--- config.mk ---
export PLATFORM = sky130hd
export DESIGN_NAME = sqrt_result_order
export DESIGN_NICKNAME = d
export VERILOG_FILES = /design/src/rtl/sqrt_pkg.sv /design/src/rtl/sqrt_result_order.sv
export VERILOG_INCLUDE_DIRS = /design/src /design/src/include
export SDC_FILE = /design/constraint.sdc
export NUM_CORES = 1
export LEC_CHECK = 0
export BUFFER_PORTS_ARGS = -buffer_cell sky130_fd_sc_hd__buf_4
export CAP_MARGIN = 20
export CELL_PAD_IN_SITES_DETAIL_PLACEMENT = 0
export CELL_PAD_IN_SITES_GLOBAL_PLACEMENT = 1
export CORE_MARGIN = 5
export CORE_UTILIZATION = 33
export CTS_BUF_LIST = sky130_fd_sc_hd__clkbuf_4
export CTS_CLUSTER_SIZE = 12
export DETAILED_ROUTE_END_ITERATION = 7
export PLACE_DENSITY_LB_ADDON = 0.25
export SYNTH_ARGS = -nofsm -noshare
export SYNTH_HDL_FRONTEND = slang
export SYNTH_SLANG_ARGS = --single-unit
export TNS_END_PERCENT = 10
--- constraint.sdc ---
create_clock -name clk -period 2.43 [get_ports clk]
set_input_delay 0.243 -clock clk [delete_from_list [all_inputs] [get_ports clk]]
set_output_delay 0.243 -clock clk [all_outputs]
set_load 0.005 [all_outputs]
--- src/include/sqrt_params.svh ---
`ifndef SQRT_PARAMS_SVH
`define SQRT_PARAMS_SVH

// Operand and result word
`define SQRT_WIDTH 32
`define SQRT_FRAC_WIDTH 16      // Q16.16 in fixed mode

`define SQRT_LANES 2            // Engines working in parallel
`define SQRT_LANE_W ((`SQRT_LANES > 1) ? $clog2(`SQRT_LANES) : 1)

`define SQRT_IN_DEPTH 4         // Also the producer's starting credits
`define SQRT_OUT_CREDITS 2

`endif
--- src/rtl/sqrt_pkg.sv ---
`include "sqrt_params.svh"

package sqrt_pkg;

    // One operand word, seen either raw or as a Q16.16 split
    typedef union packed {
        logic [`SQRT_WIDTH-1:0] raw;
        struct packed {
            logic [`SQRT_WIDTH-`SQRT_FRAC_WIDTH-1:0] int_part;
            logic [`SQRT_FRAC_WIDTH-1:0]             frac_part;
        } fixed;
    } sqrt_word_t;

endpackage

--- src/rtl/sqrt_result_order.sv ---
`timescale 1ns/1ps
`include "sqrt_params.svh"

module sqrt_result_order (
    input  logic                     clk,
    input  logic                     rst,
    input  logic                     issue_valid,
    input  logic [`SQRT_LANE_W-1:0]  issue_lane,
    input  logic [`SQRT_LANES-1:0]   result_valid,
    input  logic [`SQRT_LANES-1:0]   result_mode,
    input  sqrt_pkg::sqrt_word_t     result [`SQRT_LANES],
    input  logic                     out_credit,
    output logic                     order_full,
    output logic [`SQRT_LANES-1:0]   take,
    output logic                     out_valid,
    output logic                     out_mode,
    output sqrt_pkg::sqrt_word_t     out_data
);
    localparam int depth = `SQRT_IN_DEPTH;
    localparam int ptr_w = (depth > 1) ? $clog2(depth) : 1;
    localparam int cnt_w = $clog2(depth + 1);
    localparam int cred_w = $clog2(`SQRT_OUT_CREDITS + 1);

    logic [`SQRT_LANE_W-1:0] lane_q [depth];  // Lanes in issue order
    logic [ptr_w-1:0]        wr_ptr;
    logic [ptr_w-1:0]        rd_ptr;
    logic [cnt_w-1:0]        count;
    logic [cred_w-1:0]       credits;
    logic [`SQRT_LANE_W-1:0] head_lane;
    logic                    send;

    assign head_lane = lane_q[rd_ptr];
    assign send = (count != '0) && result_valid[head_lane] && (credits != '0);

    // Counts the issue already on its way in
    assign order_full = (count == cnt_w'(depth)) ||
                        (issue_valid && (count == cnt_w'(depth - 1)));

    always_comb begin
        take = '0;
        if (send) begin
            take[head_lane] = 1'b1;
        end
    end

    always_ff @(posedge clk) begin
        if (issue_valid) begin
            lane_q[wr_ptr] <= issue_lane;
        end
    end

    always_ff @(posedge clk) begin
        if (rst) begin
            wr_ptr <= '0;
            rd_ptr <= '0;
            count <= '0;
            credits <= cred_w'(`SQRT_OUT_CREDITS);
            out_valid <= 1'b0;
        end else begin
            out_valid <= send;
            if (issue_valid) begin
                wr_ptr <= (wr_ptr == ptr_w'(depth - 1)) ? '0 : wr_ptr + 1'b1;
            end
            if (send) begin
                rd_ptr <= (rd_ptr == ptr_w'(depth - 1)) ? '0 : rd_ptr + 1'b1;
            end
            case ({issue_valid, send})
                2'b10: count <= count + 1'b1;
                2'b01: count <= count - 1'b1;
                default: count <= count;
            endcase
            case ({send, out_credit})
                2'b10: credits <= credits - 1'b1;
                2'b01: credits <= credits + 1'b1;
                default: credits <= credits;
            endcase
        end
    end

    always_ff @(posedge clk) begin
        if (send) begin
            out_mode <= result_mode[head_lane];
            out_data <= result[head_lane];
        end
    end

endmodule

Yosys cells after proc, flatten, opt, wreduce, memory -nomap -nowiden
Memories as Yosys holds them, arrays and structs flattened. A register that Yosys moved wholly into a read port is not among the register bits.
Index checks and enable logic that the tools add are counted.
Operators by class
  add/sub/neg operators: 6
  magnitude comparators: 3
  equal/unequal tests: 8
  multiplexer cells: 18
  bitwise gates (word level): 1
  reduce and logical (&&, ||, !) cells: 9
Operators by type and width (number)
  $mux W32: 3
  $mux W2: 5
  $eq A2 B2 Y1 const B: 4
  $mux W1: 7
  $add A2 B1 Y2 const B: 3
  $pmux W3 S2: 1
  $reduce_bool A2 Y1: 3
  $eq A2 B1 Y1 const B: 2
  $logic_and A1 B1 Y1: 4
  $pmux W2 S2: 1
  $add A3 B1 Y3 const B: 1
  $eq A3 B2 Y1 const B: 1
  $eq A3 B3 Y1 const B: 1
  $reduce_bool A3 Y1: 1
  $sub A3 B1 Y3 const B: 1
  $ge A2 B2 Y1 const B: 1
  $lt A1 B2 Y1 const B: 1
  $not A1 Y2: 1
  $sub A2 B1 Y2 const B: 1
  $demux W1 S1: 1
  $ge A1 B1 Y1 const B: 1
  $logic_or A1 B1 Y1: 1
Word-level totals
  register bits after elaboration: 43
  RAM bits: 4
  input port bits: 73
  output and inout port bits: 37
  word-level logic and storage cells: 53
  memories: 1
Memories
  lane_q: depth 4, width 1, rd ports 1, clocked after memory_dff 1, wr ports 1, line sqrt_result_order.sv:24  | logic [`SQRT_LANE_W-1:0] lane_q [depth];

Longest topological paths before layout
  depth after elaboration: 6
  gate-level depth with buffers: 10
  gate-level depth less buffers: 9

Worst setup path before layout
Ideal clock, no wire load.
  path type: flip-flop to flip-flop
  from: register with a tool-made name
  to: register count[2]
  library setup time: 128 ps
  arrival: 2466 ps
  required time: 2302 ps
  path slack: -164 ps
  cell stages (with the launch flop): 11
  buffers on the path: 1
  clock period less this slack: 2594 ps
  path through: dfxtp_1 > mux4_2 > buf_6 > mux2_4 > nand2_1 > nor2_1 > fa_1 > nor4bb_1 > o21ai_0 > o311ai_0 > nand4b_1
RTL lines
  end signal: assignment: line sqrt_result_order.sv:68  | 2'b10: count <= count + 1'b1;
  end signal: assignment: line sqrt_result_order.sv:69  | 2'b01: count <= count - 1'b1;
  end signal: assignment: line sqrt_result_order.sv:70  | default: count <= count;
  end: declaration: line sqrt_result_order.sv:27  | logic [cnt_w-1:0] count;

==> impl.org <==
** Logic synthesis
- Counting flops and latches in the post-synthesis netlist gives 49.
- Synthesis instantiated 34 different standard cells from the library.
- Of all cell types, the one taking the most synthesized area is edfxtp_1.
- YS warnings :: 0
- Of all flip-flops after synthesis, the portion carrying an async set or reset was 0.
- Of the synthesized area, sequential elements account for 0.594.
- Compound-Gate Fraction of Synth Area :: 0.0523
- Mapped Nets :: 245
- Sorting the synthesized cells by how often they occur yields edfxtp_1, mux2_2, dfxtp_1.
- The synthesized netlist occupies a cell area of 2270 um^2.
- Cell with the most instances after synthesis :: edfxtp_1
- Per-instance average area after synthesis :: 13.8 um^2
- Mux cell area share after synthesis :: 0.189
- Of the total synthesized cell area, the portion taken by AND, OR, NAND and NOR gates is 0.0880.
- Yosys attributes the largest share of cell area to edfxtp_1, mux2_2, dfxtp_1.
- Area share of xor/xnor cells in the synthesized design :: 0.00770
- By area, the combinational part of the netlist is dominated by multiplexers.
- Of the total synthesized cell area, the portion taken by full adders, half adders and majority gates is 0.0418.
- Most instantiated flip-flop cell in the synthesis netlist :: edfxtp_1
- Of the post-synthesis cell area, the dominant cell type holds 0.488.
- Post-synthesis cell count :: 165
- Number of enable flip-flop cells after synthesis :: 37

** Placement
- Placement-stage worst setup slack :: 0.0106 ns
- Input and output buffers added on the ports amount to 109.
- The congestion estimate from routability-driven global placement came to 0.743.
- Total instance count after detailed placement :: 353
- Final HPWL from detailed placement :: 4.48 mm

** Clock tree
- The clock passes through at most 2 buffers.
- Counting the buffers created by CTS gives 5.
- Worst skew pair latency :: 0.36 ns
- Clock root buffer :: clkbuf_4
- After clock tree synthesis, the clock-pin slew on the worst setup and hold paths is 0.15 ns.
- TritonCTS sink count :: 49
- In this run the post-CTS setup repair buffer count came out at 0.
- The H-tree was split into 2 levels.
- TritonCTS built the clock tree.

** Timing
- Clock Skew :: 0.0209 ns
- Final Setup Violations :: 0
- Setup repair after global routing could not meet its margin everywhere.
- Final worst setup slack :: 0.0433 ns
- For the pin with the worst max-slew slack, the measured transition is 0.507 ns.
- Derived from the worst setup path, the maximum achievable clock frequency is 419 MHz.
- The number of max-slew violations in the final report is 0.
- Final period demand of the worst path :: 2.39 ns
- Slew headroom :: 0.652
- Final worst path period share :: 0.982
- Number of failing hold endpoints at the final stage :: 0

** Global routing
- The number of antenna violations at the first check in global routing is 0.
- The first global-routing pass estimated 9.09 mm of wire.
- Final global-route overflow total :: 0
- Vias in the first global route :: 1,806
- Overall fraction of global-route tracks in use :: 0.133
- Maximum number of pins on one net before global-route repair :: 37

** Worst setup path
- The worst setup path is launched from a register.
- WP buf/inv :: 0
- Cell-by-cell trace of the critical path :: mux4_2, mux2_4, nand2_4, nor2_4, fa_2, nand2_1, a2111o_1, nand2_1
- CP peak stage delay :: 0.54 ns
- For the worst setup path, the data required time is 2.75 ns.
- Family of cells with the greatest summed delay on the critical path :: multiplexers
- The slowest stage of the critical path is the fa_2 cell.
- Cell type with the highest occurrence count on the critical path :: nand2_1
- Worst setup EP type :: register
- Category of the most critical setup path :: reg2reg
- In this run the worst path has a maximum fanout of 2.
- Critical path data arrival time :: 2.70 ns

** Cells and area
- In the final layout, the multi-input gates occupy 913 um^2.
- Antenna diode count :: 0
- Combined flip-flop and latch cell area :: 1350 um^2
- In the final design database the tool counted 360 nets.
- The area growth from synthesis to layout is 46.6%.
- The finished layout holds 361 standard cells, fillers aside.
- Fill cells in the final layout number 623.
- In the final layout, the share of cells above drive strength 1 is 0.598.

** Flow run
- Max-cap violations in this run came to 0.

** Floorplanning
- Initial core utilization :: 0.337
- Number of placement rows :: 30
- The die covers 8650 um^2.
- From left edge to right edge, the die measures 93.0 um.
- The die is 93.0 um tall.
- Top-level I/O count :: 110
- The floorplan step defined a core boundary enclosing 6760 um^2.

** Power
- Power per cell area :: 909 nW/um^2
- In this run the static leakage power is 1.39 nW.
- Across the VDD grid, the largest voltage drop is 0.484 mV.

** Drt
- The final route contains 1,749 vias.
- Once detail routing completed, the nets flagged for antenna violations numbered 0.
- For this block, the routed nets add up to 5.72 mm of wire.
- For this run, the detailed router's first-pass iteration total came to 4.
- DR vias/cell :: 4.84
- The first routing iteration left 54 violations.
- In the final routed layout, each cell accounts on average for 15.8 um.
- In the routed design, unresolved DRC markers number 0.

** Hold path
- The min-delay analysis places its worst path in the category in2reg.

** Outcome
- Run status :: finished clean
## state kept, by name (all words and copies together), names as in the netlist, named ones only
name,flops
count,3
credits,2
lane_q,4
out_data,32
out_mode,1
out_valid,1
rd_ptr,2
wr_ptr,2
## metrics by stage
step                total power, mW  area (um^2)  TNS [ns]  utilization  hold slack, ns
CTS                            3.07         3320         0        0.491          0.0775
global placement               2.67         3260         0        0.482           0.453
floorplan                      2.03         2310   -0.0914            -           0.342
global route                   3.25         3340    -0.187        0.494          0.0704
detailed placement             2.68         3260         0        0.482           0.455
finish                         3.03         3340         0        0.494          0.0980
## final timing paths
kind	to	startpoint	slack [ns]	cells past startpoint
max reg2reg	count[1]	lane_q[3]	0.04	8
min reg2reg	rd_ptr[1]	rd_ptr[1]	0.54	2
max	count[1]	lane_q[3]	0.04	8
min	lane_q[0]	issue_lane	0.1	1
## repair_timing
item                       4_1_cts  5_1_grt
resized for setup                0        3
setup endpoints to repair        0        3
hold buffers                     0        0
## kinds of logic (layout without fill, tap and decap cells)
group	Yosys count	count (layout)
compound gates	18	18
xor+xnor	2	2
fa+ha+maj	7	7
buf+inv	14	130
flops	49	49
mux	37	37
simple gates	38	38
## final cells by class
class / instances / share of cell area
inverters: 5 / 0.00563
repair buffers: 117 / 0.267
flip-flops and latches: 49 / 0.405
multi-input cells: 102 / 0.274
clock buffers: 6 / 0.0135
well taps: 80 / 0.0300
clock inverters: 2 / 0.00450
## placed cells by master, fill, tap and decap left out, types with 2 or more instances in the layout
| master | instances |
|---|---|
| nand2_1 | 8 |
| dfxtp_1 | 11 |
| clkinvlp_4 | 2 |
| mux2_2 | 33 |
| nor2_1 | 6 |
| a21oi_1 | 5 |
| o21ai_1 | 2 |
| and3_1 | 2 |
| clkbuf_4 | 6 |
| inv_1 | 5 |
| nor3_1 | 4 |
| and2_1 | 4 |
| ha_1 | 5 |
| nand3_1 | 4 |
| or4_1 | 2 |
| buf_4 | 116 |
| mux2i_1 | 2 |
| edfxtp_1 | 37 |
| o21ai_0 | 4 |
## metal layers
metal,vias up,wire length [um],track usage,share of wire
met1,818,2550,0.177,0.45
met4,0,35,0.0293,0.0061
li1,850,-,-,-
met3,4,516,0.0426,0.090
met2,77,2620,0.214,0.46
met5,-,0,0,0
## worst register-to-register path, cell delays in order (launching register included)
cell and delay, ns:
edfxtp_1 0.38, mux4_2 0.52, mux2_4 0.34, nand2_4 0.08
nor2_4 0.04, fa_2 0.54, nand2_1 0.06, a2111o_1 0.37
nand2_1 0.06
## where the power goes
group	switching, mW	internal [mW]	total (mW)
sequential	0.106	1.23	1.33
combinational	0.605	0.719	1.32
clock	0.250	0.125	0.374
total	0.961	2.07	3.03
Power figures use the tool's default switching activity.
