File: src/include/sqrt_params.svh
`ifndef SQRT_PARAMS_SVH
`define SQRT_PARAMS_SVH

// Operand and result word
`define SQRT_WIDTH 32
`define SQRT_FRAC_WIDTH 16      // Q16.16 in fixed mode

`define SQRT_LANES 2            // Engines working in parallel
`define SQRT_LANE_W ((`SQRT_LANES > 1) ? $clog2(`SQRT_LANES) : 1)

`define SQRT_IN_DEPTH 4         // Also the producer's starting credits
`define SQRT_OUT_CREDITS 2

`endif
File: src/rtl/sqrt_pkg.sv
`include "sqrt_params.svh"

package sqrt_pkg;

    // One operand word, seen either raw or as a Q16.16 split
    typedef union packed {
        logic [`SQRT_WIDTH-1:0] raw;
        struct packed {
            logic [`SQRT_WIDTH-`SQRT_FRAC_WIDTH-1:0] int_part;
            logic [`SQRT_FRAC_WIDTH-1:0]             frac_part;
        } fixed;
    } sqrt_word_t;

endpackage

File: src/rtl/sqrt_req_fifo.sv
`timescale 1ns/1ps
`include "sqrt_params.svh"

module sqrt_req_fifo (
    input  logic                 clk,
    input  logic                 rst,
    input  logic                 in_valid,
    input  logic                 in_mode,
    input  sqrt_pkg::sqrt_word_t in_data,
    input  logic                 req_pop,
    output logic                 req_valid,
    output logic                 req_mode,
    output sqrt_pkg::sqrt_word_t req_data,
    output logic                 in_credit
);
    import sqrt_pkg::*;

    localparam int depth = `SQRT_IN_DEPTH;
    localparam int ptr_w = (depth > 1) ? $clog2(depth) : 1;
    localparam int cnt_w = $clog2(depth + 1);

    logic       mode_mem [depth];
    sqrt_word_t data_mem [depth];
    logic [ptr_w-1:0] wr_ptr;
    logic [ptr_w-1:0] rd_ptr;
    logic [cnt_w-1:0] count;

    assign req_valid = (count != '0);
    assign req_mode = mode_mem[rd_ptr];
    assign req_data = data_mem[rd_ptr];

    // Producer credits guarantee a free slot
    always_ff @(posedge clk) begin
        if (in_valid) begin
            mode_mem[wr_ptr] <= in_mode;
            data_mem[wr_ptr] <= in_data;
        end
    end

    always_ff @(posedge clk) begin
        if (rst) begin
            wr_ptr <= '0;
            rd_ptr <= '0;
            count <= '0;
            in_credit <= 1'b0;
        end else begin
            in_credit <= req_pop;  // One credit back per entry leaving
            if (in_valid) begin
                wr_ptr <= (wr_ptr == ptr_w'(depth - 1)) ? '0 : wr_ptr + 1'b1;
            end
            if (req_pop) begin
                rd_ptr <= (rd_ptr == ptr_w'(depth - 1)) ? '0 : rd_ptr + 1'b1;
            end
            case ({in_valid, req_pop})
                2'b10: count <= count + 1'b1;
                2'b01: count <= count - 1'b1;
                default: count <= count;
            endcase
        end
    end

endmodule

File: config.mk
export PLATFORM = sky130hd
export DESIGN_NAME = sqrt_req_fifo
export DESIGN_NICKNAME = d
export VERILOG_FILES = /design/src/rtl/sqrt_pkg.sv /design/src/rtl/sqrt_req_fifo.sv
export VERILOG_INCLUDE_DIRS = /design/src /design/src/include
export SDC_FILE = /design/constraint.sdc
export NUM_CORES = 1
export LEC_CHECK = 0
export BUFFER_PORTS_ARGS = -buffer_cell sky130_fd_sc_hd__buf_2
export CAP_MARGIN = 30
export CELL_PAD_IN_SITES_DETAIL_PLACEMENT = 0
export CELL_PAD_IN_SITES_GLOBAL_PLACEMENT = 1
export CORE_MARGIN = 8
export CORE_UTILIZATION = 46
export CTS_BUF_LIST = sky130_fd_sc_hd__clkbuf_2 sky130_fd_sc_hd__clkbuf_4 sky130_fd_sc_hd__clkbuf_8
export DETAILED_ROUTE_END_ITERATION = 12
export PLACE_DENSITY = 0.73
export SLEW_MARGIN = 10
export SYNTH_ARGS = -nofsm -noshare
export SYNTH_HDL_FRONTEND = slang
export SYNTH_SLANG_ARGS = --single-unit
export TNS_END_PERCENT = 10
File: constraint.sdc
create_clock -name clk -period 2.7 [get_ports clk]
set_input_delay 0.27 -clock clk [delete_from_list [all_inputs] [get_ports clk]]
set_output_delay 0.27 -clock clk [all_outputs]
set_load 0.02 [all_outputs]
[Word-level counts from Yosys, hierarchy flattened]
Memory sizes are Yosys's and may differ from the RTL's. A register that Yosys moved wholly into a read port is not among the register bits.
Index checks and enable logic that the tools add are counted.
Word-level totals
  register bits after elaboration: 8
  bits in writable memories: 132
  input bits: 37
  memories kept: 2
Cells by class
  $add $sub $neg: 4
  eq/ne operators: 4
  muxes and demuxes: 9
  reductions and logical operators: 2
Memory list
  data_mem: depth 4, width 32, rd ports 1, clocked after Yosys merged registers in 1, wr ports 1, line sqrt_req_fifo.sv:23  | sqrt_word_t data_mem [depth];
  mode_mem: depth 4, width 1, rd ports 1, clocked after Yosys merged registers in 1, wr ports 1, line sqrt_req_fifo.sv:22  | logic mode_mem [depth];
Operators with widths (count)
  2-bit two-way mux: 6
  2-bit == test, second input constant: 3
  3-bit case mux with 2 select lines: 1
  2-bit by 1-bit adder with 2-bit output, second input constant: 2
  3-bit by 1-bit adder with 3-bit output, second input constant: 1
  3-bit nonzero test: 1
  3-bit by 1-bit subtractor with 3-bit output, second input constant: 1
  2-bit by 1-bit == test with 1-bit output, second input constant: 1
  1-bit two-way mux: 2
  2-bit nonzero test: 1

[Depth between registers and ports, before layout]
Gate-level depths: netlist of run 1.
  depth after elaboration: 4
  gate-level depth with buffers: 6
  gate-level depth less buffers: 6

[Least setup slack after synthesis of run 1]
OpenSTA, ideal clock, no wires.
  path type: register to register
  start: register wr_ptr[0]
  end: memory data_mem[3][0] (netlist bit) (enable)
  library setup time: 393 ps
  data arrival time: 1364 ps
  data required time: 2307 ps
  setup slack: 943 ps
  cell stages (with the launch flop): 3
  cell sequence: dfxtp_1 -> ha_1 -> and2_1
RTL lines
  from (decl): line sqrt_req_fifo.sv:24  | logic [ptr_w-1:0] wr_ptr;
  from (signal assigned): line sqrt_req_fifo.sv:49  | wr_ptr <= (wr_ptr == ptr_w'(depth - 1)) ? '0 : wr_ptr + 1'b1;
  to (decl): line sqrt_req_fifo.sv:23
No word-level cell before the write port.

==> results of run 1 <==
layout make-up:
type / instances / share of cell area [%]
Sequential cell: 142 / 67.4
Timing Repair Buffer: 79 / 6.92
Inverter: 4 / 0.243
Clock inverter: 13 / 2.39
Multi-Input combinational cell: 64 / 16.2
Clock buffer: 19 / 4.03
Tap cell: 143 / 2.89
power breakdown:
| group | internal, uW | switching (uW) |
|---|---|---|
| Clock | 919 | 735 |
| Sequential | 2500 | 31.5 |
| Combinational | 190 | 262 |
| Total | 3610 | 1030 |
flip-flops by register name, summed over array words and instances (netlist names), named ones only:
signal     count
rd_ptr         2
mode_mem       4
in_credit      1
wr_ptr         2
count          3
data_mem     128
per-stage QoR:
stage	instance area [um2]	utilization (%)	cells	setup slack (ps)	hold WS [ps]
floorplan	5270	-	219	943	369
global placement	5790	51.1	432	927	469
detailed placement	5790	51.1	432	912	479
CTS	6190	54.6	464	418	16.6
global route	6190	54.6	464	381	19.1
finish	6190	54.6	464	487	51.5
metal layers:
| metal | track usage (%) | share of wire [%] |
|---|---|---|
| met1 | 14.3 | 41 |
| met2 | 20.8 | 51 |
| met3 | 5.84 | 7.0 |
| met4 | 4.97 | 1.0 |
| met5 | 0 | 0.14 |
Yosys cell counts:
cell	number	area, um2
sky130_fd_sc_hd__xor2_1	1	8.76
sky130_fd_sc_hd__and2_1	4	25.0
sky130_fd_sc_hd__nor3b_1	2	15.0
sky130_fd_sc_hd__fa_1	1	20.0
sky130_fd_sc_hd__a21oi_1	3	15.0
sky130_fd_sc_hd__mux4_1	3	78.8
sky130_fd_sc_hd__inv_1	4	15.0
sky130_fd_sc_hd__ha_1	6	75.1
sky130_fd_sc_hd__edfxtp_1	132	3960
sky130_fd_sc_hd__o21ai_0	1	5.00
sky130_fd_sc_hd__nor2_1	7	26.3
sky130_fd_sc_hd__mux2i_1	3	30.0
sky130_fd_sc_hd__buf_2	3	15.0
sky130_fd_sc_hd__buf_6	1	11.3
sky130_fd_sc_hd__xnor2_1	1	8.76
sky130_fd_sc_hd__clkbuf_1	2	7.51
sky130_fd_sc_hd__or3_1	2	12.5
sky130_fd_sc_hd__mux4_2	30	676
sky130_fd_sc_hd__buf_12	3	60.1
sky130_fd_sc_hd__dfxtp_1	10	200
logic make-up (layout without fill, tap and decap cells):
| group | Yosys count | after routing |
|---|---|---|
| flip-flops | 142 | 142 |
| buffers and inverters | 13 | 115 |
| adder cells (fa/ha/maj) | 7 | 7 |
| AO/OA/AOI/OAI | 4 | 4 |
| XOR/XNOR | 2 | 2 |
| multiplexers | 36 | 36 |
| AND/OR/NAND/NOR | 15 | 15 |
worst paths after layout:
| path | start | end | slack [ps] | cells past startpoint |
|---|---|---|---|---|
| hold / removal | in_data[6] | data_mem[3][6] | 50 | 1 |
| setup reg to reg | wr_ptr[0] | data_mem[1][31] | 1020 | 3 |
| hold reg to reg | count[2] | count[2] | 480 | 2 |
| setup / recovery | flop | req_data[0] | 490 | 3 |
==> qor.txt, run 1 <==
CTS
-----------------------------------------------------------------------------------------------
Deepest level of the CTS H-tree ..................................................            4
Post-CTS Setup Repair Bufs .......................................................            0
Total of hold buffers inserted after clock tree synthesis ........................            0
Count of cells resized by post-cts repair ........................................            0
Skew-Pair Late Insertion Delay ...................................................       430 ps
Clock input transition at the sequential cells of the worst setup and hold paths .        70 ps
Number of clock buffers inserted by TritonCTS ....................................           17
Cell at the root of the clock tree ............................................... sky130_fd_sc_hd__clkbuf_8
CTS tree .........................................................................         done
Clock sink total .................................................................          142
Number of buffers on the longest clock path ......................................            2

FINAL LAYOUT
-----------------------------------------------------------------------------------------------
Fraction of final layout cells sized beyond drive strength 1 .....................        44.9%
Antenna cells ....................................................................            0
Most used cells in the layout excluding fill and tap cells ....................... sky130_fd_sc_hd__edfxtp_1 (132), sky130_fd_sc_hd__buf_2 (71), sky130_fd_sc_hd__mux4_2 (30)
Area occupied by multi-input gates ...............................................     1000 um2
Most common cell after layout, fill and taps aside ............................... sky130_fd_sc_hd__edfxtp_1
Area of all sequential standard cells ............................................     4170 um2
Synth-to-layout area growth ......................................................        17.4%
NumNets Final ....................................................................          352
Total of fill cells in the finished design .......................................          887

LOGIC SYNTHESIS
-----------------------------------------------------------------------------------------------
Combinational family with the most area after synthesis .......................... multiplexers
Adder and majority gate portion of the synthesized area ..........................        1.80%
Cell area after synthesis ........................................................     5270 um2
Yosys warns ......................................................................            0
XOR/XNOR share of the synthesized area ...........................................       0.332%
Synth unique cells ...............................................................           20
Post-synthesis sequential element count ..........................................          142
Sequential area share after synthesis ............................................        79.0%
Area fraction in and, or, nand and nor cells after synthesis .....................        1.50%
Mux contribution to synthesized area .............................................        14.9%
Instance count of the mapped netlist .............................................          219
Syn Area/Cell ....................................................................     24.1 um2
Net Count, Synth .................................................................          263
Compound-gate portion of the synthesized area ....................................       0.380%

DRT
-----------------------------------------------------------------------------------------------
Per-cell via count in the routed design ..........................................         5.12
Post-detailed-routing wire length ................................................      8.97 mm
Number of detailed-routing iterations run before antenna repair ..................            4
Final antenna-violating net count ................................................            0
Number of DRC violations after detailed-routing iteration 0 ......................          152
Via count of the routed design ...................................................         2377
Drc violations ...................................................................            0
Wire per inst ....................................................................      19.3 um

GLOBAL ROUTING
-----------------------------------------------------------------------------------------------
Vias in the first global route ...................................................         2564
Initial antenna violation count ..................................................            1
Total grt overflow ...............................................................            0
Global-route wire length before repair ...........................................      13.7 mm
All-layer global routing usage ...................................................        12.7%
Maximum number of pins on one net before global-route repair .....................           29

STA
-----------------------------------------------------------------------------------------------
Maximum clock rate ...............................................................    0.452 GHz
Setup-violating endpoint count in the final report ...............................            0
Worst slew pin tran ..............................................................       540 ps
Final hold violation count .......................................................            0
TNS Setup ........................................................................         0 ps
RSZ-0062 raised after global routing .............................................           no
Number of slew-limit violations in the final report ..............................            0
Worst slew margin relative to its limit ..........................................        64.0%
Final Skew .......................................................................      6.67 ps
Portion of the clock cycle consumed by the worst path in the final layout ........        82.0%
Minimum clock period after layout ................................................      2210 ps

MIN PATH
-----------------------------------------------------------------------------------------------
Worst min path class .............................................................       in2reg

WORST SETUP PATH
-----------------------------------------------------------------------------------------------
Data arrival time of the worst path ..............................................      1940 ps
Crit path buffers/inverters ......................................................            2
CP Launch Type ...................................................................         flop
Highest cell delay on the worst timing path ......................................       560 ps
Crit-path cells .................................................................. buf_4 -> mux4_2 -> buf_2
Setup crit end kind ..............................................................   output pin
Required @ worst endpoint ........................................................      2430 ps
Cell at the slowest stage of the critical path ................................... sky130_fd_sc_hd__dfxtp_2
Largest fanout of any net on the critical path ...................................           20
Family with the most delay on the worst path ..................................... buffers and inverters
Crit Path Category ...............................................................      reg2out

FLOORPLAN
-----------------------------------------------------------------------------------------------
Rows .............................................................................           39
Initial core utilization .........................................................        46.5%
X dimension of the die ...........................................................       123 um
Area of the placeable core .......................................................    11300 um2
Die Height .......................................................................       123 um
Die area .........................................................................    15100 um2
Number of top-level design ports .................................................           72

POWER
-----------------------------------------------------------------------------------------------
Total power divided by cell area .................................................   750 nW/um2
Maximum vdd ir drop ..............................................................     0.509 mV
Static leakage ...................................................................   0.00215 uW
Design Power .....................................................................      4640 uW

STATUS
-----------------------------------------------------------------------------------------------
Status ........................................................................... finished clean

PLACE
-----------------------------------------------------------------------------------------------
Dpl hpwl .........................................................................      5.65 mm
Input/output buffers .............................................................           71
Placer Congestion ................................................................        0.692

FLOW RUN
-----------------------------------------------------------------------------------------------
Number of maximum-capacitance constraint violations ..............................            0

Power figures use the tool's default switching activity.
==> inputs of run 2 (changes only) <==
==> constraint.sdc (replaced) <==
create_clock -name clk -period 2.15 [get_ports clk]
set_input_delay 0.215 -clock clk [delete_from_list [all_inputs] [get_ports clk]]
set_output_delay 0.215 -clock clk [all_outputs]
set_load 0.02 [all_outputs]
==> run 2 against run 1 <==
Sequential share of layout area decreased by 3.5 points. Critical path depth stayed put. Global-route usage up 0.065 points. Sequential power rose by 25%. Via count grew 6.3%.
==> qor.txt, run 2 (synthesis gave the netlist of run 1 again) <==
PLACE
-----------------------------------------------------------------------------------------------
Worst setup slack before clock tree synthesis ....................................       442 ps   -470 ps
Placer Congestion ................................................................        0.705   +1.9%
Dpl hpwl .........................................................................      5.72 mm   +1.2%
Input/output buffers .............................................................           71   unchanged
Placed Instances .................................................................          436   +0.93%

CTS
-----------------------------------------------------------------------------------------------
CTS tree .........................................................................         done
Skew-Pair Late Insertion Delay ...................................................       430 ps   about the same
Cell at the root of the clock tree ............................................... sky130_fd_sc_hd__clkbuf_8
Clock sink total .................................................................          142   unchanged
Deepest level of the CTS H-tree ..................................................            4   unchanged
Number of buffers on the longest clock path ......................................            2   unchanged
Clock input transition at the sequential cells of the worst setup and hold paths .        80 ps   about the same
Count of cells resized by post-cts repair ........................................            0   unchanged
Post-CTS Setup Repair Bufs .......................................................            0   unchanged
Number of clock buffers inserted by TritonCTS ....................................           17   unchanged

FLOORPLAN
-----------------------------------------------------------------------------------------------
Rows .............................................................................           39   unchanged
X dimension of the die ...........................................................       123 um   unchanged
Initial core utilization .........................................................        46.5%   unchanged
Die area .........................................................................    15100 um2   unchanged
Area of the placeable core .......................................................    11300 um2   unchanged
Die Height .......................................................................       123 um   unchanged
Number of top-level design ports .................................................           72   unchanged

STA
-----------------------------------------------------------------------------------------------
Minimum clock period after layout ................................................      2050 ps
Fin Hold WS ......................................................................      33.9 ps   -17.6 ps
Maximum clock rate ...............................................................    0.487 GHz
Number of slew-limit violations in the final report ..............................            0   unchanged
Worst slew pin tran ..............................................................       305 ps   -235 ps
Post-route setup slack ...........................................................      95.6 ps   -391 ps
Setup-violating endpoint count in the final report ...............................            0   unchanged
Final Skew .......................................................................      17.4 ps   +10.7 ps
Worst slew margin relative to its limit ..........................................        79.7%   +16 points
Portion of the clock cycle consumed by the worst path in the final layout ........        95.6%
TNS Setup ........................................................................         0 ps   unchanged
Final hold violation count .......................................................            0   unchanged
RSZ-0062 raised after global routing .............................................           no

FINAL LAYOUT
-----------------------------------------------------------------------------------------------
Largest Register .................................................................     data_mem
Most used cells in the layout excluding fill and tap cells ....................... sky130_fd_sc_hd__edfxtp_1 (132), sky130_fd_sc_hd__buf_2 (71), sky130_fd_sc_hd__dlygate4sd3_1 (31)
Total of fill cells in the finished design .......................................          849   -4.3%
NumNets Final ....................................................................          387   +9.9%
Filler-free cell count of the finished design ....................................          499   +7.5%
Largest registers ................................................................ data_mem: 128 flops, mode_mem: 4 flops, count: 3 flops
Fraction of final layout cells sized beyond drive strength 1 .....................        42.1%   -2.7 points
Synth-to-layout area growth ......................................................        23.9%
Antenna cells ....................................................................            0   unchanged
Max reg flops ....................................................................          128   unchanged
Most common cell after layout, fill and taps aside ............................... sky130_fd_sc_hd__edfxtp_1

DRT
-----------------------------------------------------------------------------------------------
Wire per inst ....................................................................      18.4 um   -4.8%
Number of DRC violations after detailed-routing iteration 0 ......................          165   +8.6%
Via count of the routed design ...................................................         2527   +6.3%
Per-cell via count in the routed design ..........................................         5.06   -1.1%
Final antenna-violating net count ................................................            0   unchanged
Number of detailed-routing iterations run before antenna repair ..................            4   unchanged
Post-detailed-routing wire length ................................................      9.18 mm   +2.4%
Drc violations ...................................................................            0   unchanged

GLOBAL ROUTING
-----------------------------------------------------------------------------------------------
Total grt overflow ...............................................................            0   unchanged
All-layer global routing usage ...................................................        12.8%   +0.065 points
Global-route wire length before repair ...........................................      14.1 mm   +2.7%
Initial antenna violation count ..................................................            0   -1
Vias in the first global route ...................................................         2670   +4.1%
Maximum number of pins on one net before global-route repair .....................           21   -28%

WORST SETUP PATH
-----------------------------------------------------------------------------------------------
Setup crit end kind ..............................................................   output pin
Data arrival time of the worst path ..............................................      1840 ps   -100 ps
Largest fanout of any net on the critical path ...................................           14   -30%
Crit Path Category ...............................................................      reg2out
CP Launch Type ...................................................................         flop
Required @ worst endpoint ........................................................      1930 ps   -500 ps

POWER
-----------------------------------------------------------------------------------------------
Maximum vdd ir drop ..............................................................     0.538 mV   +5.9%
Static leakage ...................................................................   0.00229 uW   +6.7%
Total power divided by cell area .................................................   902 nW/um2   +20%
Design Power .....................................................................      5890 uW   +27%

STATUS
-----------------------------------------------------------------------------------------------
Status ........................................................................... finished clean

MIN PATH
-----------------------------------------------------------------------------------------------
Worst min path class .............................................................       in2reg

FLOW RUN
-----------------------------------------------------------------------------------------------
Number of maximum-capacitance constraint violations ..............................            0   unchanged

## run 2: cell types whose count changed in the layout (fill, tap and decap cells not counted), moves of 2 or more
| cell | previous run | this run |
|---|---|---|
| sky130_fd_sc_hd__buf_4 | 7 | 11 |
| sky130_fd_sc_hd__dlygate4sd3_1 | 0 | 31 |
| sky130_fd_sc_hd__inv_6 | 0 | 7 |
| sky130_fd_sc_hd__clkinv_2 | 3 | 0 |
| sky130_fd_sc_hd__clkinv_1 | 3 | 1 |
## run 2: routing by layer
layer	GRT usage, %	up-vias	part of all wire [%]
met5	0	-	0
met4	5.42	0	0.84
met3	4.20	5	6.3
met2	20.8	73	50
met1	15.3	1291	43
li1	-	1158	-
## run 2: layout make-up
cell class                 count  area (um2)  area share, %
sequential                   142        4170           63.8
tap                          143         179           2.74
timing repair buffer         114         768           11.8
clock buffer                  18         241           3.70
inverter                       4        15.0          0.230
multi-input combinational     64        1000           15.3
clock inverter                14         155           2.38
## run 2: what timing repair did
item / in CTS / in global routing
hold buffers: 31 / 0
endpoints found under the setup margin: 0 / 0
endpoints found under the hold margin: 118 / 0
## run 2: final timing paths
| check | start | to | slack, ps | depth (start not counted) |
|---|---|---|---|---|
| setup / recovery | flop | req_data[22] | 100 | 3 |
| setup reg to reg | wr_ptr[0] | data_mem[3][4] | 720 | 3 |
| hold reg to reg | count[2] | count[2] | 480 | 2 |
| hold / removal | in_data[10] | data_mem[1][10] | 30 | 1 |
## run 2: worst max-delay path: stages, from the launching register on
cell,delay (ps)
sky130_fd_sc_hd__dfxtp_2,350
sky130_fd_sc_hd__buf_4,300
sky130_fd_sc_hd__mux4_1,590
sky130_fd_sc_hd__buf_2,180
## run 2: power breakdown
group          internal [uW]  switching (uW)  total, uW
registers               3140            33.0       3170
logic                    280             346        626
clock network           1060            1020       2090
total                   4480            1400       5890
## run 2: metrics by stage
stage	utilization (%)	cell area, um2
5_1_grt	57.6	6530
3_3_place_gp	51.4	5820
6_report	57.6	6530
3_5_place_dp	51.4	5820
2_1_floorplan	-	5270
4_1_cts	57.6	6530
