$ cat config.mk
export PLATFORM = sky130hd
export DESIGN_NAME = sqrt_engine
export DESIGN_NICKNAME = d
export VERILOG_FILES = /design/src/rtl/sqrt_pkg.sv /design/src/rtl/sqrt_engine.sv
export VERILOG_INCLUDE_DIRS = /design/src /design/src/include
export SDC_FILE = /design/constraint.sdc
export NUM_CORES = 1
export LEC_CHECK = 0
export ABC_AREA = 0
export BUFFER_PORTS_ARGS = -buffer_cell sky130_fd_sc_hd__buf_4
export CAP_MARGIN = 20
export CORE_MARGIN = 2
export CORE_UTILIZATION = 25
export CTS_BUF_LIST = sky130_fd_sc_hd__clkbuf_8
export CTS_CLUSTER_SIZE = 14
export DETAILED_ROUTE_END_ITERATION = 10
export MAX_ROUTING_LAYER = met4
export PLACE_DENSITY_LB_ADDON = 0.12
export SETUP_SLACK_MARGIN = 0.4
export SYNTH_ARGS = -nofsm -noshare
export SYNTH_HDL_FRONTEND = slang
export SYNTH_SLANG_ARGS = --single-unit
export TNS_END_PERCENT = 100
$ cat constraint.sdc
create_clock -name clk -period 2.3 [get_ports clk]
set_input_delay 0.23 -clock clk [delete_from_list [all_inputs] [get_ports clk]]
set_output_delay 0.23 -clock clk [all_outputs]
set_load 0.005 [all_outputs]
$ cat src/include/sqrt_params.svh
`ifndef SQRT_PARAMS_SVH
`define SQRT_PARAMS_SVH

// Operand and result word
`define SQRT_WIDTH 32
`define SQRT_FRAC_WIDTH 16      // Q16.16 in fixed mode

`define SQRT_LANES 2            // Engines working in parallel
`define SQRT_LANE_W ((`SQRT_LANES > 1) ? $clog2(`SQRT_LANES) : 1)

`define SQRT_IN_DEPTH 4         // Also the producer's starting credits
`define SQRT_OUT_CREDITS 2

`endif
$ cat src/rtl/sqrt_pkg.sv
`include "sqrt_params.svh"

package sqrt_pkg;

    // One operand word, seen either raw or as a Q16.16 split
    typedef union packed {
        logic [`SQRT_WIDTH-1:0] raw;
        struct packed {
            logic [`SQRT_WIDTH-`SQRT_FRAC_WIDTH-1:0] int_part;
            logic [`SQRT_FRAC_WIDTH-1:0]             frac_part;
        } fixed;
    } sqrt_word_t;

endpackage

$ cat src/rtl/sqrt_engine.sv
`timescale 1ns/1ps
`include "sqrt_params.svh"

module sqrt_engine (
    input  logic                 clk,
    input  logic                 rst,
    input  logic                 go,
    input  logic                 mode,
    input  sqrt_pkg::sqrt_word_t radicand,
    input  logic                 take,
    output logic                 idle,
    output logic                 result_valid,
    output logic                 result_mode,
    output sqrt_pkg::sqrt_word_t result
);
    localparam int ext_w = `SQRT_WIDTH + `SQRT_FRAC_WIDTH;  // Radicand plus fraction pad
    localparam int root_w = ext_w / 2;
    localparam int acc_w = root_w + 2;
    localparam int int_iters = `SQRT_WIDTH / 2;
    localparam int fix_iters = ext_w / 2;
    localparam int idx_w = $clog2(fix_iters + 1);

    logic [idx_w-1:0]  idx;
    logic [idx_w-1:0]  last_idx;
    logic              running;
    logic              run_mode;
    logic              start;
    logic              finished;
    logic [ext_w-1:0]  x;
    logic [ext_w-1:0]  x_next;
    logic [root_w-1:0] root;
    logic [root_w-1:0] root_next;
    logic [acc_w-1:0]  acc;
    logic [acc_w-1:0]  acc_next;
    logic [acc_w:0]    diff;

    assign idle = !running && !result_valid;
    assign start = go && idle;  // Busy lane ignores go
    assign last_idx = run_mode ? idx_w'(fix_iters - 1) : idx_w'(int_iters - 1);
    assign finished = running && (idx == last_idx);

    always_ff @(posedge clk) begin
        if (rst) begin
            running <= 1'b0;
            result_valid <= 1'b0;
            idx <= '0;
        end else begin
            if (start) begin
                running <= 1'b1;
            end else if (finished) begin
                running <= 1'b0;
            end
            if (finished) begin
                result_valid <= 1'b1;
            end else if (take) begin
                result_valid <= 1'b0;
            end
            idx <= running ? idx + 1'b1 : '0;
        end
    end

    // One root bit per step, extra top bit keeps the sign honest
    always_comb begin
        diff = {1'b0, acc} - {1'b0, root, 2'b01};
        if (diff[acc_w]) begin
            {acc_next, x_next} = {acc[root_w-1:0], x, 2'b00};
            root_next = {root[root_w-2:0], 1'b0};
        end else begin
            {acc_next, x_next} = {diff[root_w-1:0], x, 2'b00};
            root_next = {root[root_w-2:0], 1'b1};
        end
    end

    always_ff @(posedge clk) begin
        if (start) begin
            run_mode <= mode;
            root <= '0;
            // Integer mode stops before reaching the zero pad
            {acc, x} <= {{root_w{1'b0}}, radicand.raw, {`SQRT_FRAC_WIDTH{1'b0}}, 2'b00};
        end else if (running) begin
            acc <= acc_next;
            x <= x_next;
            root <= root_next;
        end
    end

    always_ff @(posedge clk) begin
        if (finished) begin
            result.raw <= {{(`SQRT_WIDTH - root_w){1'b0}}, root_next};
            result_mode <= run_mode;
        end
    end

endmodule

After elaboration in Yosys (flattened, before gate mapping):

Cells that the tools add are included.

* input bits: 37
* word-level logic and storage cells: 34
* flip-flop bits (word level): 113

* eq/ne operators: 1
* add/sub/neg operators: 2
* multiplexer cells: 11
* bitwise logic cells: 1
* reductions and logical operators: 9

Operator list (count)
* $mux W48: 2
* $sub A26 B26 Y27: 1
* $mux W26: 1
* $reduce_bool A2 Y1: 3
* $add A5 B1 Y5 const B: 1
* $eq A5 B5 Y1: 1
* $mux W1: 5
* $mux W5: 1
* $mux W2: 2
* $logic_and A1 B1 Y1: 3
* $logic_not A1 Y1: 2
* $reduce_or A2 Y1: 1
* $not A1 Y1: 1

Logic depth before layout (Yosys ltp):

Gate-level depths: netlist of the first run.

* word-level depth: 5
* mapped depth: 12

Least setup slack after synthesis of the first run:

OpenSTA, ideal clock, no wires.

* kind: register to register
* start: register root[8]
* end: register acc[8]
* data arrival time: 2.123 ns
* library setup time: 0.117 ns
* stages on the path, launching flop included: 12
* path slack: 0.060 ns
* period minus slack after synthesis: 2.240 ns
* data required time: 2.183 ns
* path through: dfxtp_1 > inv_1 > ha_1 > buf_6 > a21oi_2 > o211ai_1 > o211ai_2 > nand3_2 > a21oi_4 > inv_2 > mux2_1 > a22o_1

* word-level cells in the longest chain between the ends: 2

Ends and longest elaborated chain
* start, declared: line sqrt_engine.sv:31 `logic [root_w-1:0] root;`
* start signal, assigned: line sqrt_engine.sv:83 `root <= root_next;`
* $sub A26 B26 Y27: line sqrt_engine.sv:64 `diff = {1'b0, acc} - {1'b0, root, 2'b01};`
* $mux W26: line sqrt_engine.sv:65 `if (diff[acc_w]) begin`
* end signal, assigned: line sqrt_engine.sv:79 `` {acc, x} <= {{root_w{1'b0}}, radicand.raw, {`SQRT_FRAC_WIDTH{1'b0}}, 2'b00}; ``
* end signal, assigned: line sqrt_engine.sv:81 `acc <= acc_next;`
* end, declared: line sqrt_engine.sv:33 `logic [acc_w-1:0] acc;`

Every way passes these cells.
A chain may end at the register's enable or synchronous reset.

Worst setup path in the final report of the first run:

* start: register root[17]
* end: register acc[8]

The elaborated chain is that of the path after synthesis.

==> summary.md, run 1 <==
| Metric | Value |
|---|---|
| Port buffer count | 63 |
| Pin count of the biggest net entering global routing | 56 |
| CTS buffer count | 17 |
| # clock sinks | 113 |
| Worst skew pair latency | 0.46 ns |
| Placer Congestion | 0.8318 |
| Antenna violations before repair | 0 |
| RSZ-0062 raised after global routing | true |
| Clock Skew | 0.02211 ns |
| GR Util All Layers | 13.34% |
| Vias in the first global route | 4,975 |
| Switching power | 4259 uW |
| Placed Cells | 1,047 |
| Synth area leader | edfxtp_1 |
| Pre-antenna DRT Iters | 5 |
| CP dominant cell by count | a21o_1 |
| Sequential fraction of the synthesis area | 48.85% |
| Post-Syn Area | 5819 um^2 |
| CTS Buffer Depth | 2 |
| CTS tree | built |
| Clock power share | 18.4% |
| Pwr/cell area | 1296 nW/um^2 |
| FFs w/ async S/R, synth | 0% |
| Slowest cell on crit path | dfxtp_2 |
| H-tree Lvls | 4 |
| Die height | 156.6 um |
| Worst setup margin | 0.1172 ns |
| F_max | 458.1 MHz |
| Root Buffer | clkbuf_8 |
| HPWL after DPL | 10,640 um |
| Overall die area | 24,510 um^2 |
| Critical Path Start Type | register |
| Crit path capture type | register |
| Tcrit/Tclk final | 94.90% |
| Final Non-Filler Cells | 1,095 |
| Overall Power | 10,820 uW |
| CP max FO | 3 |
| Status | finished, final reports clean |
| Fin. max-slew vios | 0 |
| Worst Hold Class | in2reg |
| Slew headroom | 51.12% |
| Leak pwr | 0.003468 uW |
| Combinational share of power | 57.7% |
| Primary FF master, synth | edfxtp_1 |
| Distinct cells, synth | 61 |
| Crit-path cells | inv_1 > ha_1 > a21o_1 > a21o_1 > a21oi_2 > o21ai_2 > a21oi_4 > inv_2 > mux2_4 > a22o_1 |
| Final setup fails | 0 |
| Std-Cell Rows | 55 |
| Grt total ovfl | 0 |
| Initial Util | 25.55% |
| EDFF count, synth | 58 |
| Area contributors post-synth | edfxtp_1 30%, dfxtp_1 19%, nand2_1 8.4% |
| Top cell type's share of synthesized area | 29.93% |
| Final hold violations | 0 |
| Worst-margin pin slew | 0.7332 ns |
| Mean post-synth cell area | 9.509 um^2 |
| I/O pin count | 72 |
| Sw frac | 39.36% |
| Drt initial violations | 207 |
| Final Net Count | 832 |
| Die width | 156.6 um |
| Pint | 6562 uW |
| Fillers | 2,348 |
| Clock transition at the registers of the reported paths | 0.08 ns |
| Vias | 4,866 |
| Yosys warns | 0 |
| Seq cells post-synth | 113 |
| Vias per cell | 4.444 |
| Max Cap Viol | 0 |
| Layout area overhead | 43.45% |
| Required time worst endpoint | 2.65 ns |
| Layout cells sized above 1 | 38.75% |
| Pre-CTS WS | -0.01413 ns |
| Period minus WS final | 2.183 ns |
| Maximum resistive drop on vdd | 543.0 uV |
| DRC viols | 0 |
| # diodes | 0 |
| Critical path arrival | 2.53 ns |
| Post-Syn Instances | 612 |
| Global-route wire length before repair | 24,740 um |
| Post-Route WL | 15,490 um |
| Crit Path Class | reg2reg |
| Core area | 22,780 um^2 |
| Seq pwr share | 23.9% |
| Routed Antenna Nets | 0 |
| WL per Instance | 14.14 um |
| Slowest Stage Delay on Critical Path | 0.33 ns |
==> cells in the final DEF (no fill, tap or decap), drive strengths merged, types with 4 or more instances in the layout <==
cell and n:
xnor2 5, mux2i 39, a21o 9, dfxtp 55, inv 41, nand2 131, conb 8, edfxtp 58
a31oi 9, o211ai 11, nor2 54, nand3 22, clkinv 4, clkbuf 17, o21ai 21, o21a 6
buf 159, nand2b 5, a21oi 24, nor3 5, xor2 15, nand4 4, and3 6, ha 26
dlygate4sd3 7
==> flip-flops by register name, summed over array words and instances, names as in the netlist <==
signal        count
root             24
result_mode       1
x                30
run_mode          1
result           24
result_valid      1
idx               5
running           1
acc              26
==> cell usage after synthesis, types with 6 or more instances <==
master    instances
nand2_1         130
edfxtp_1         58
dfxtp_1          55
nor2_1           54
mux2i_1          39
inv_1            34
ha_1             26
a21oi_1          22
nand3_1          20
clkbuf_1         16
xor2_1           15
o21ai_0          14
o211ai_1         10
a21o_1            9
buf_4             9
a31oi_1           8
o21ai_1           7
and3_1            6
o21a_1            6
==> routing by layer <==
metal | part of all wire [%] | vias to the layer above | wire [um] | track usage (%)
met2 | 49 | 102 | 7637 | 22.28
met4 | 0.79 | 0 | 123 | 3.844
met3 | 4.2 | 10 | 655 | 3.600
met1 | 46 | 2314 | 7069 | 15.79
li1 | - | 2440 | - | -
met5 | 0 | - | 0 | -
==> metrics by stage <==
step                hold WS [ns]  utilization (%)  instance area (um^2)  setup TNS, ns
CTS                     0.002878            35.47                  8079              0
global placement          0.4150            32.06                  7302       -0.01656
finish                   0.02946            36.65                  8348              0
global route            0.001861            36.65                  8348              0
detailed placement        0.4137            32.06                  7302       -0.01942
floorplan                 0.2991                -                  5946              0
==> power by group through the flow <==
stage | combinational [uW] | sequential [uW] | clock [uW]
CTS | 5650 | 2580 | 2060
detailed placement | 4870 | 2600 | 0
finish | 6240 | 2590 | 1990
global route | 6780 | 2620 | 2150
global placement | 4860 | 2600 | 0
floorplan | 3170 | 2560 | 0
==> worst paths after layout <==
check | startpoint | end | slack [ns] | depth (start not counted)
setup reg to reg | root[17] | acc[8] | 0.12 | 10
hold / removal | radicand[11] | x[29] | 0.03 | 3
hold reg to reg | idx[0] | idx[0] | 0.45 | 1
setup / recovery | root[17] | acc[8] | 0.12 | 10
==> final cells by class <==
type	count	area (um^2)	share of cell area, %
Tap cell	313	391.6	4.691
Inverter	35	135.1	1.619
Multi-Input combinational cell	436	3182	38.11
Timing Repair Buffer	166	1363	16.32
Clock buffer	17	234.0	2.803
Clock inverter	15	172.7	2.068
Sequential cell	113	2870	34.38
==> critical path, delay by kind of cell, from the launching register on <==
kind / cells / cell delay, ns
multiplexers: 1 / 0.30
adder cells (fa/ha/maj): 1 / 0.30
flip-flops: 1 / 0.33
AO/OA/AOI/OAI: 6 / 1.00
buffers and inverters: 2 / 0.13
==> kinds of logic after synthesis <==
logic type,synth area share [%]
XOR/XNOR,3.010
AND/OR/NAND/NOR,17.59
flip-flops,48.85
adder cells (fa/ha/maj),5.590
other,0.06444
AO/OA/AOI/OAI,12.47
multiplexers,6.902
buffers and inverters,5.526
==> what timing repair did <==
| action | 4_1_cts | 5_1_grt |
|---|---|---|
| setup endpoints to repair | 26 | 47 |
| pin swaps | 26 | 34 |
| endpoints found under the hold margin | 8 | 0 |
| hold buffers | 7 | 0 |
| buffers inserted | 6 | 3 |
| resized for setup | 58 | 55 |
No activity file was read; power rests on OpenSTA's default activity.
==> run 2, diff against run 1 <==
--- a/config.mk
+++ b/config.mk
@@ -10,9 +10,9 @@
 export BUFFER_PORTS_ARGS = -buffer_cell sky130_fd_sc_hd__buf_4
 export CAP_MARGIN = 20
 export CORE_MARGIN = 2
-export CORE_UTILIZATION = 25
+export CORE_UTILIZATION = 40
 export CTS_BUF_LIST = sky130_fd_sc_hd__clkbuf_8
-export CTS_CLUSTER_SIZE = 14
+export CTS_CLUSTER_SIZE = 16
 export DETAILED_ROUTE_END_ITERATION = 10
 export MAX_ROUTING_LAYER = met4
 export PLACE_DENSITY_LB_ADDON = 0.12
==> summary.md, run 2 (synthesis gave the netlist of run 1 again) <==
| Metric | Value |
|---|---|
| CP max FO | 7 (+4) |
| Worst skew pair latency | 0.46 ns (about the same) |
| Routed Antenna Nets | 0 (unchanged) |
| CTS buffer count | 17 (unchanged) |
| Layout cells sized above 1 | 36.79% (-2.0 points) |
| Port buffer count | 63 (unchanged) |
| DRC viols | 0 (unchanged) |
| Final setup fails | 0 (unchanged) |
| Seq pwr share | 23.7% (-0.2 points) |
| Critical path arrival | 2.53 ns (about the same) |
| Clock transition at the registers of the reported paths | 0.08 ns (about the same) |
| Reg2reg setup slack | 0.09 ns (-0.03 ns) |
| Min-Delay Path Depth | 3 (unchanged) |
| Clock power share | 19.3% (+0.9 points) |
| Post-Route WL | 14,520 um (-6.2%) |
| # clock sinks | 113 (unchanged) |
| Max Cap Viol | 0 (unchanged) |
| R2r startpoint | root[13] |
| Top Registers | x: 30 flops, acc: 26 flops |
| Fillers | 1,254 (-47%) |
| Grt total ovfl | 0 (unchanged) |
| Final hold violations | 0 (unchanged) |
| Std-Cell Rows | 44 (-20%) |
| Global-route wire length before repair | 23,780 um (-3.9%) |
| HPWL after DPL | 9639 um (-9.4%) |
| R2R cell count | 11 (+1) |
| Status | finished, final reports clean |
| Required time worst endpoint | 2.62 ns (-0.03 ns) |
| Fin. max-slew vios | 0 (unchanged) |
| Final Non-Filler Cells | 956 (-13%) |
| Vias in the first global route | 4,857 (-2.4%) |
| Vias per cell | 5.106 (+15%) |
| Final Net Count | 822 (-1.2%) |
| Pre-antenna DRT Iters | 4 (-1) |
| Tcrit/Tclk final | 96.18% (+1.3 points) |
| Commonest non-fill, non-tap cell in the layout | buf_4 |
| Die height | 124.6 um (-20%) |
| GR Util All Layers | 19.59% (+6.3 points) |
| WL per Instance | 15.19 um (+7.4%) |
| Core area | 14,370 um^2 (-37%) |
| Hold worst-path end | x[29] |
| Crit Path Class | reg2reg |
| Reg with most FFs | x |
| Vias | 4,881 (+0.31%) |
| Combinational share of power | 57.1% (-0.6 points) |
| Crit path capture type | register |
| Slew headroom | 63.29% (+12 points) |
| Leak pwr | 0.003435 uW (-0.96%) |
| Max reg flops | 30 (unchanged) |
| Pin count of the biggest net entering global routing | 56 (unchanged) |
| Worst Hold Launch | radicand[11] |
| Worst-margin pin slew | 0.5507 ns (-0.1825 ns) |
| Initial Util | 40.50% (+15 points) |
| H-tree Lvls | 4 (unchanged) |
| I/O pin count | 72 (unchanged) |
| Switching power | 4080 uW (-4.2%) |
| Placed Cells | 901 (-14%) |
| Root Buffer | clkbuf_8 |
| Period minus WS final | 2.212 ns (+0.02943 ns) |
| F_max | 452.0 MHz (-1.3%) |
| CTS Buffer Depth | 2 (unchanged) |
| Sw frac | 37.42% (-1.9 points) |
| Worst r2r dst | acc[11] |
| # diodes | 0 (unchanged) |
| CTS tree | built |
| Worst Hold Class | in2reg |
| Layout area overhead | 38.21% |
| Die width | 124.6 um (-20%) |
| Overall die area | 15,530 um^2 (-37%) |
| Critical Path Start Type | register |
| Most frequent cells in the layout | 140 x buf_4, 127 x nand2_1, 58 x edfxtp_1, 51 x nor2_1, 37 x mux2i_1 |
| Pint | 6823 uW (+4.0%) |
| Pwr/cell area | 1356 nW/um^2 (+4.6%) |
| Maximum resistive drop on vdd | 607.2 uV (+12%) |
| RSZ-0062 raised after global routing | true |
| Clock Skew | 0.01834 ns (-0.003776 ns) |
| Setup TNS | 0 ns (unchanged) |
| Placer Congestion | 0.9353 (+12%) |
| Drt initial violations | 309 (+49%) |
| Antenna violations before repair | 0 (unchanged) |
-- run 2: cell types whose count changed in the layout (fill, tap and decap cells not counted), sizes merged --
cell / before / now
inv: 41 / 40
buf: 159 / 154
clkinv: 4 / 2
bufinv: 2 / 4
dlygate4sd3: 7 / 2
clkbuf: 17 / 18
-- run 2: metal layers --
metal	global-route usage (%)	share of wire, %	up-vias
met3	4.854	3.8	25
li1	-	-	2415
met1	24.50	46	2334
met5	-	0	-
met4	7.204	1.6	0
met2	30.92	49	107
-- run 2: timing repair --
item,4_1_cts,5_1_grt
cloned,1,0
setup buffers,8,12
hold endpoints to repair,3,0
hold buffers,2,0
gates resized for setup,60,38
pin swaps,35,17
endpoints found under the setup margin,26,26
-- run 2: power groups by stage --
| stage | registers [uW] | clock network [uW] | logic, uW |
|---|---|---|---|
| final | 2580 | 2100 | 6220 |
| after global routing | 2610 | 2240 | 6690 |
| after global placement | 2590 | 0 | 4510 |
| after detailed placement | 2600 | 0 | 4550 |
| after floorplan | 2560 | 0 | 3170 |
| after CTS | 2580 | 2140 | 5550 |
-- run 2: area by class of cell --
| cell class | instances | area [um^2] | share of cell area, % |
|---|---|---|---|
| Sequential cell | 113 | 2870 | 35.69 |
| Multi-Input combinational cell | 436 | 3093 | 38.46 |
| Clock inverter | 14 | 187.7 | 2.334 |
| Timing Repair Buffer | 156 | 1279 | 15.90 |
| Clock buffer | 18 | 247.7 | 3.080 |
| Tap cell | 184 | 230.2 | 2.862 |
| Inverter | 35 | 135.1 | 1.680 |
-- run 2: worst max path at each step --
stage                     depth (start not counted)  startpoint      end  slack [ns]
after floorplan                                  11    root[11]   acc[8]        0.06
after global routing                             10    root[10]   acc[8]       -0.04
after global placement                           10    root[10]  acc[17]       -0.02
after detailed placement                         11    root[13]  acc[10]       -0.11
after CTS                                        12     root[7]  acc[11]         0.1
final                                            11    root[13]  acc[11]        0.09
-- run 2: metrics by stage --
| stage | utilization, % | worst slack [ns] | total power (uW) | hold WS, ns | instance area, um^2 |
|---|---|---|---|---|---|
| after floorplan | - | 0.06247 | 5727 | 0.2991 | 5946 |
| after global placement | 48.72 | -0.02367 | 7106 | 0.4051 | 7000 |
| after detailed placement | 48.72 | -0.1120 | 7143 | 0.4118 | 7000 |
| after CTS | 54.48 | 0.09754 | 10260 | 0.002823 | 7828 |
| after global routing | 55.97 | -0.03803 | 11530 | 0.01371 | 8043 |
| final | 55.97 | 0.08780 | 10900 | 0.02767 | 8043 |
-- run 2: critical path: stages, from the launching register on --
cell     delay, ns
dfxtp_1       0.33
inv_1         0.05
ha_1          0.31
a21oi_2       0.19
o21ai_2       0.11
nor2_4        0.17
nand3_2       0.14
a21oi_4       0.24
inv_2         0.09
buf_8         0.15
mux2i_2       0.18
mux2i_1       0.10
==> run 3, diff against run 2 <==
--- a/config.mk
+++ b/config.mk
@@ -9,10 +9,10 @@
 export ABC_AREA = 0
 export BUFFER_PORTS_ARGS = -buffer_cell sky130_fd_sc_hd__buf_4
 export CAP_MARGIN = 20
-export CORE_MARGIN = 2
-export CORE_UTILIZATION = 40
+export CORE_MARGIN = 10
+export CORE_UTILIZATION = 30
 export CTS_BUF_LIST = sky130_fd_sc_hd__clkbuf_8
-export CTS_CLUSTER_SIZE = 16
+export CTS_CLUSTER_SIZE = 28
 export DETAILED_ROUTE_END_ITERATION = 10
 export MAX_ROUTING_LAYER = met4
 export PLACE_DENSITY_LB_ADDON = 0.12
==> summary.md, run 3 (synthesis gave the netlist of run 1 again) <==
| Metric | Value |
|---|---|
| Std-Cell Rows | 50 (+14%) |
| Overall die area | 25,370 um^2 (+63%) |
| I/O pin count | 72 (unchanged) |
| Routed Antenna Nets | 0 (unchanged) |
| Leak pwr | 0.003398 uW (-1.1%) |
| Tcrit/Tclk final | 97.29% (+1.1 points) |
| Worst Hold Launch | radicand[13] |
| Setup TNS | 0 ns (unchanged) |
| Status | finished, final reports clean |
| Max Cap Viol | 0 (unchanged) |
| WHS | 0.04329 ns (+0.01562 ns) |
| Slew headroom | 40.30% (-23 points) |
| Commonest non-fill, non-tap cell in the layout | buf_4 |
| DRC viols | 0 (unchanged) |
| H-tree Lvls | 4 (unchanged) |
| Pre-CTS WS | -0.07781 ns (+0.03418 ns) |
| CTS buffer count | 17 (unchanged) |
| R2R cell count | 12 (+1) |
| Worst r2r dst | acc[20] |
| Vias in the first global route | 4,978 (+2.5%) |
| Pin count of the biggest net entering global routing | 64 (+14%) |
| Port buffer count | 63 (unchanged) |
| Worst Hold Class | in2reg |
| Initial Util | 30.80% (-9.7 points) |
| Layout area overhead | 39.24% |
| R2r startpoint | root[11] |
| Pre-antenna DRT Iters | 4 (unchanged) |
| Worst setup margin | 0.06231 ns (-0.02549 ns) |
| GR Util All Layers | 12.42% (-7.2 points) |
| Clock Skew | 0.01839 ns (+0.00005080 ns) |
| Final Non-Filler Cells | 1,032 (+7.9%) |
| # diodes | 0 (unchanged) |
| Max reg flops | 30 (unchanged) |
| CP max FO | 3 (-4) |
| Vias | 4,724 (-3.2%) |
| Drt initial violations | 245 (-21%) |
| # clock sinks | 113 (unchanged) |
| Placer Congestion | 0.8575 (-8.3%) |
| Die width | 159.3 um (+28%) |
| Hold worst-path end | x[31] |
| Die height | 159.3 um (+28%) |
| Most frequent cells in the layout | 140 x buf_4, 129 x nand2_1, 58 x edfxtp_1, 49 x nor2_1, 39 x mux2i_1 |
| Final hold violations | 0 (unchanged) |
| Crit Path Class | reg2reg |
| CTS Buffer Depth | 2 (unchanged) |
| Pwr/cell area | 1300 nW/um^2 (-4.1%) |
| CTS tree | built |
| Final setup fails | 0 (unchanged) |
| Layout cells sized above 1 | 36.40% (-0.39 points) |
| RSZ-0062 raised after global routing | true |
| Required time worst endpoint | 2.64 ns (+0.02 ns) |
| Min-Delay Path Depth | 3 (unchanged) |
| Placed Cells | 980 (+8.8%) |
| Top Registers | x: 30 flops, acc: 26 flops |
| Worst-margin pin slew | 0.8955 ns (+0.3448 ns) |
| Fin. max-slew vios | 0 (unchanged) |
| F_max | 446.9 MHz (-1.1%) |
| Period minus WS final | 2.238 ns (+0.02549 ns) |
| WL per Instance | 14.84 um (-2.3%) |
| Root Buffer | clkbuf_8 |
| Final Net Count | 823 (+0.12%) |
| Clock transition at the registers of the reported paths | 0.08 ns (about the same) |
| Post-Route WL | 15,310 um (+5.4%) |
| Critical Path Start Type | register |
| Critical path arrival | 2.57 ns (+0.04 ns) |
| Vias per cell | 4.578 (-10%) |
| Grt total ovfl | 0 (unchanged) |
| Antenna violations before repair | 0 (unchanged) |
| Core area | 18,890 um^2 (+31%) |
| Reg2reg setup slack | 0.06 ns (-0.03 ns) |
| Crit path capture type | register |
| Reg with most FFs | x |
| Global-route wire length before repair | 25,080 um (+5.5%) |
| Maximum resistive drop on vdd | 580.6 uV (-4.4%) |
| Overall Power | 10,530 uW (-3.4%) |
| Worst skew pair latency | 0.45 ns (about the same) |
| HPWL after DPL | 10,540 um (+9.3%) |
-- run 3: cell count changes in the layout (fill, tap and decap cells not counted), sizes merged --
cell,before,now
inv,40,35
clkinvlp,3,7
clkinv,2,4
bufinv,4,3
-- run 3: worst max-delay path by stage --
stage	slack (ns)	start	cells past startpoint	end
after floorplan	0.06	root[11]	11	acc[8]
after global placement	-0.04	root[9]	10	acc[17]
after detailed placement	-0.08	root[9]	10	acc[17]
after CTS	0.12	acc[7]	9	acc[8]
after global routing	-0.05	root[11]	11	acc[13]
final	0.06	root[11]	12	acc[20]
-- run 3: layout make-up --
class	count	area [um^2]
clock buffers	17	234.0
repair buffers	157	1260
clock inverters	14	165.2
well taps	260	325.3
multi-input cells	436	3117
flip-flops and latches	113	2867
fillers	1860	10790
inverters	35	135.1
-- run 3: metrics by stage --
step | cell area, um^2 | util [%]
5_1_grt | 8103 | 42.89
2_1_floorplan | 5946 | -
3_3_place_gp | 7118 | 37.68
4_1_cts | 7891 | 41.77
6_report | 8103 | 42.89
3_5_place_dp | 7118 | 37.68
-- run 3: repair_timing --
item | in CTS | in global routing
gates resized for setup | 63 | 36
gates cloned | 0 | 0
hold buffers | 2 | 0
setup endpoints to repair | 26 | 89
endpoints found under the hold margin | 3 | 0
pin swaps | 36 | 18
buffers inserted | 10 | 9
-- run 3: power by group --
group	internal, uW	switching, uW	total (uW)	leakage, uW
combinational	3030	2970	6000	0.00220
clock	1060	886	1950	0.000182
sequential	2400	185	2590	0.00102
total	6490	4040	10500	0.00340
-- run 3: layer usage --
metal  share of wire, %  vias to the layer above  global-route usage (%)
met5                  0                        -                       -
met1                 50                     2204                   15.73
met3                3.2                        6                   3.073
met4               0.58                        0                   3.665
met2                 46                       91                   19.21
li1                   -                     2423                       -
-- run 3: critical path: stages (launching register included) --
cell	delay (ns)
dfxtp_2	0.34
inv_2	0.04
ha_4	0.21
a211oi_2	0.25
o211ai_1	0.18
o211ai_2	0.21
nand3_2	0.12
buf_4	0.15
buf_4	0.12
buf_4	0.12
xor2_1	0.13
a32oi_1	0.20
nand2_1	0.07
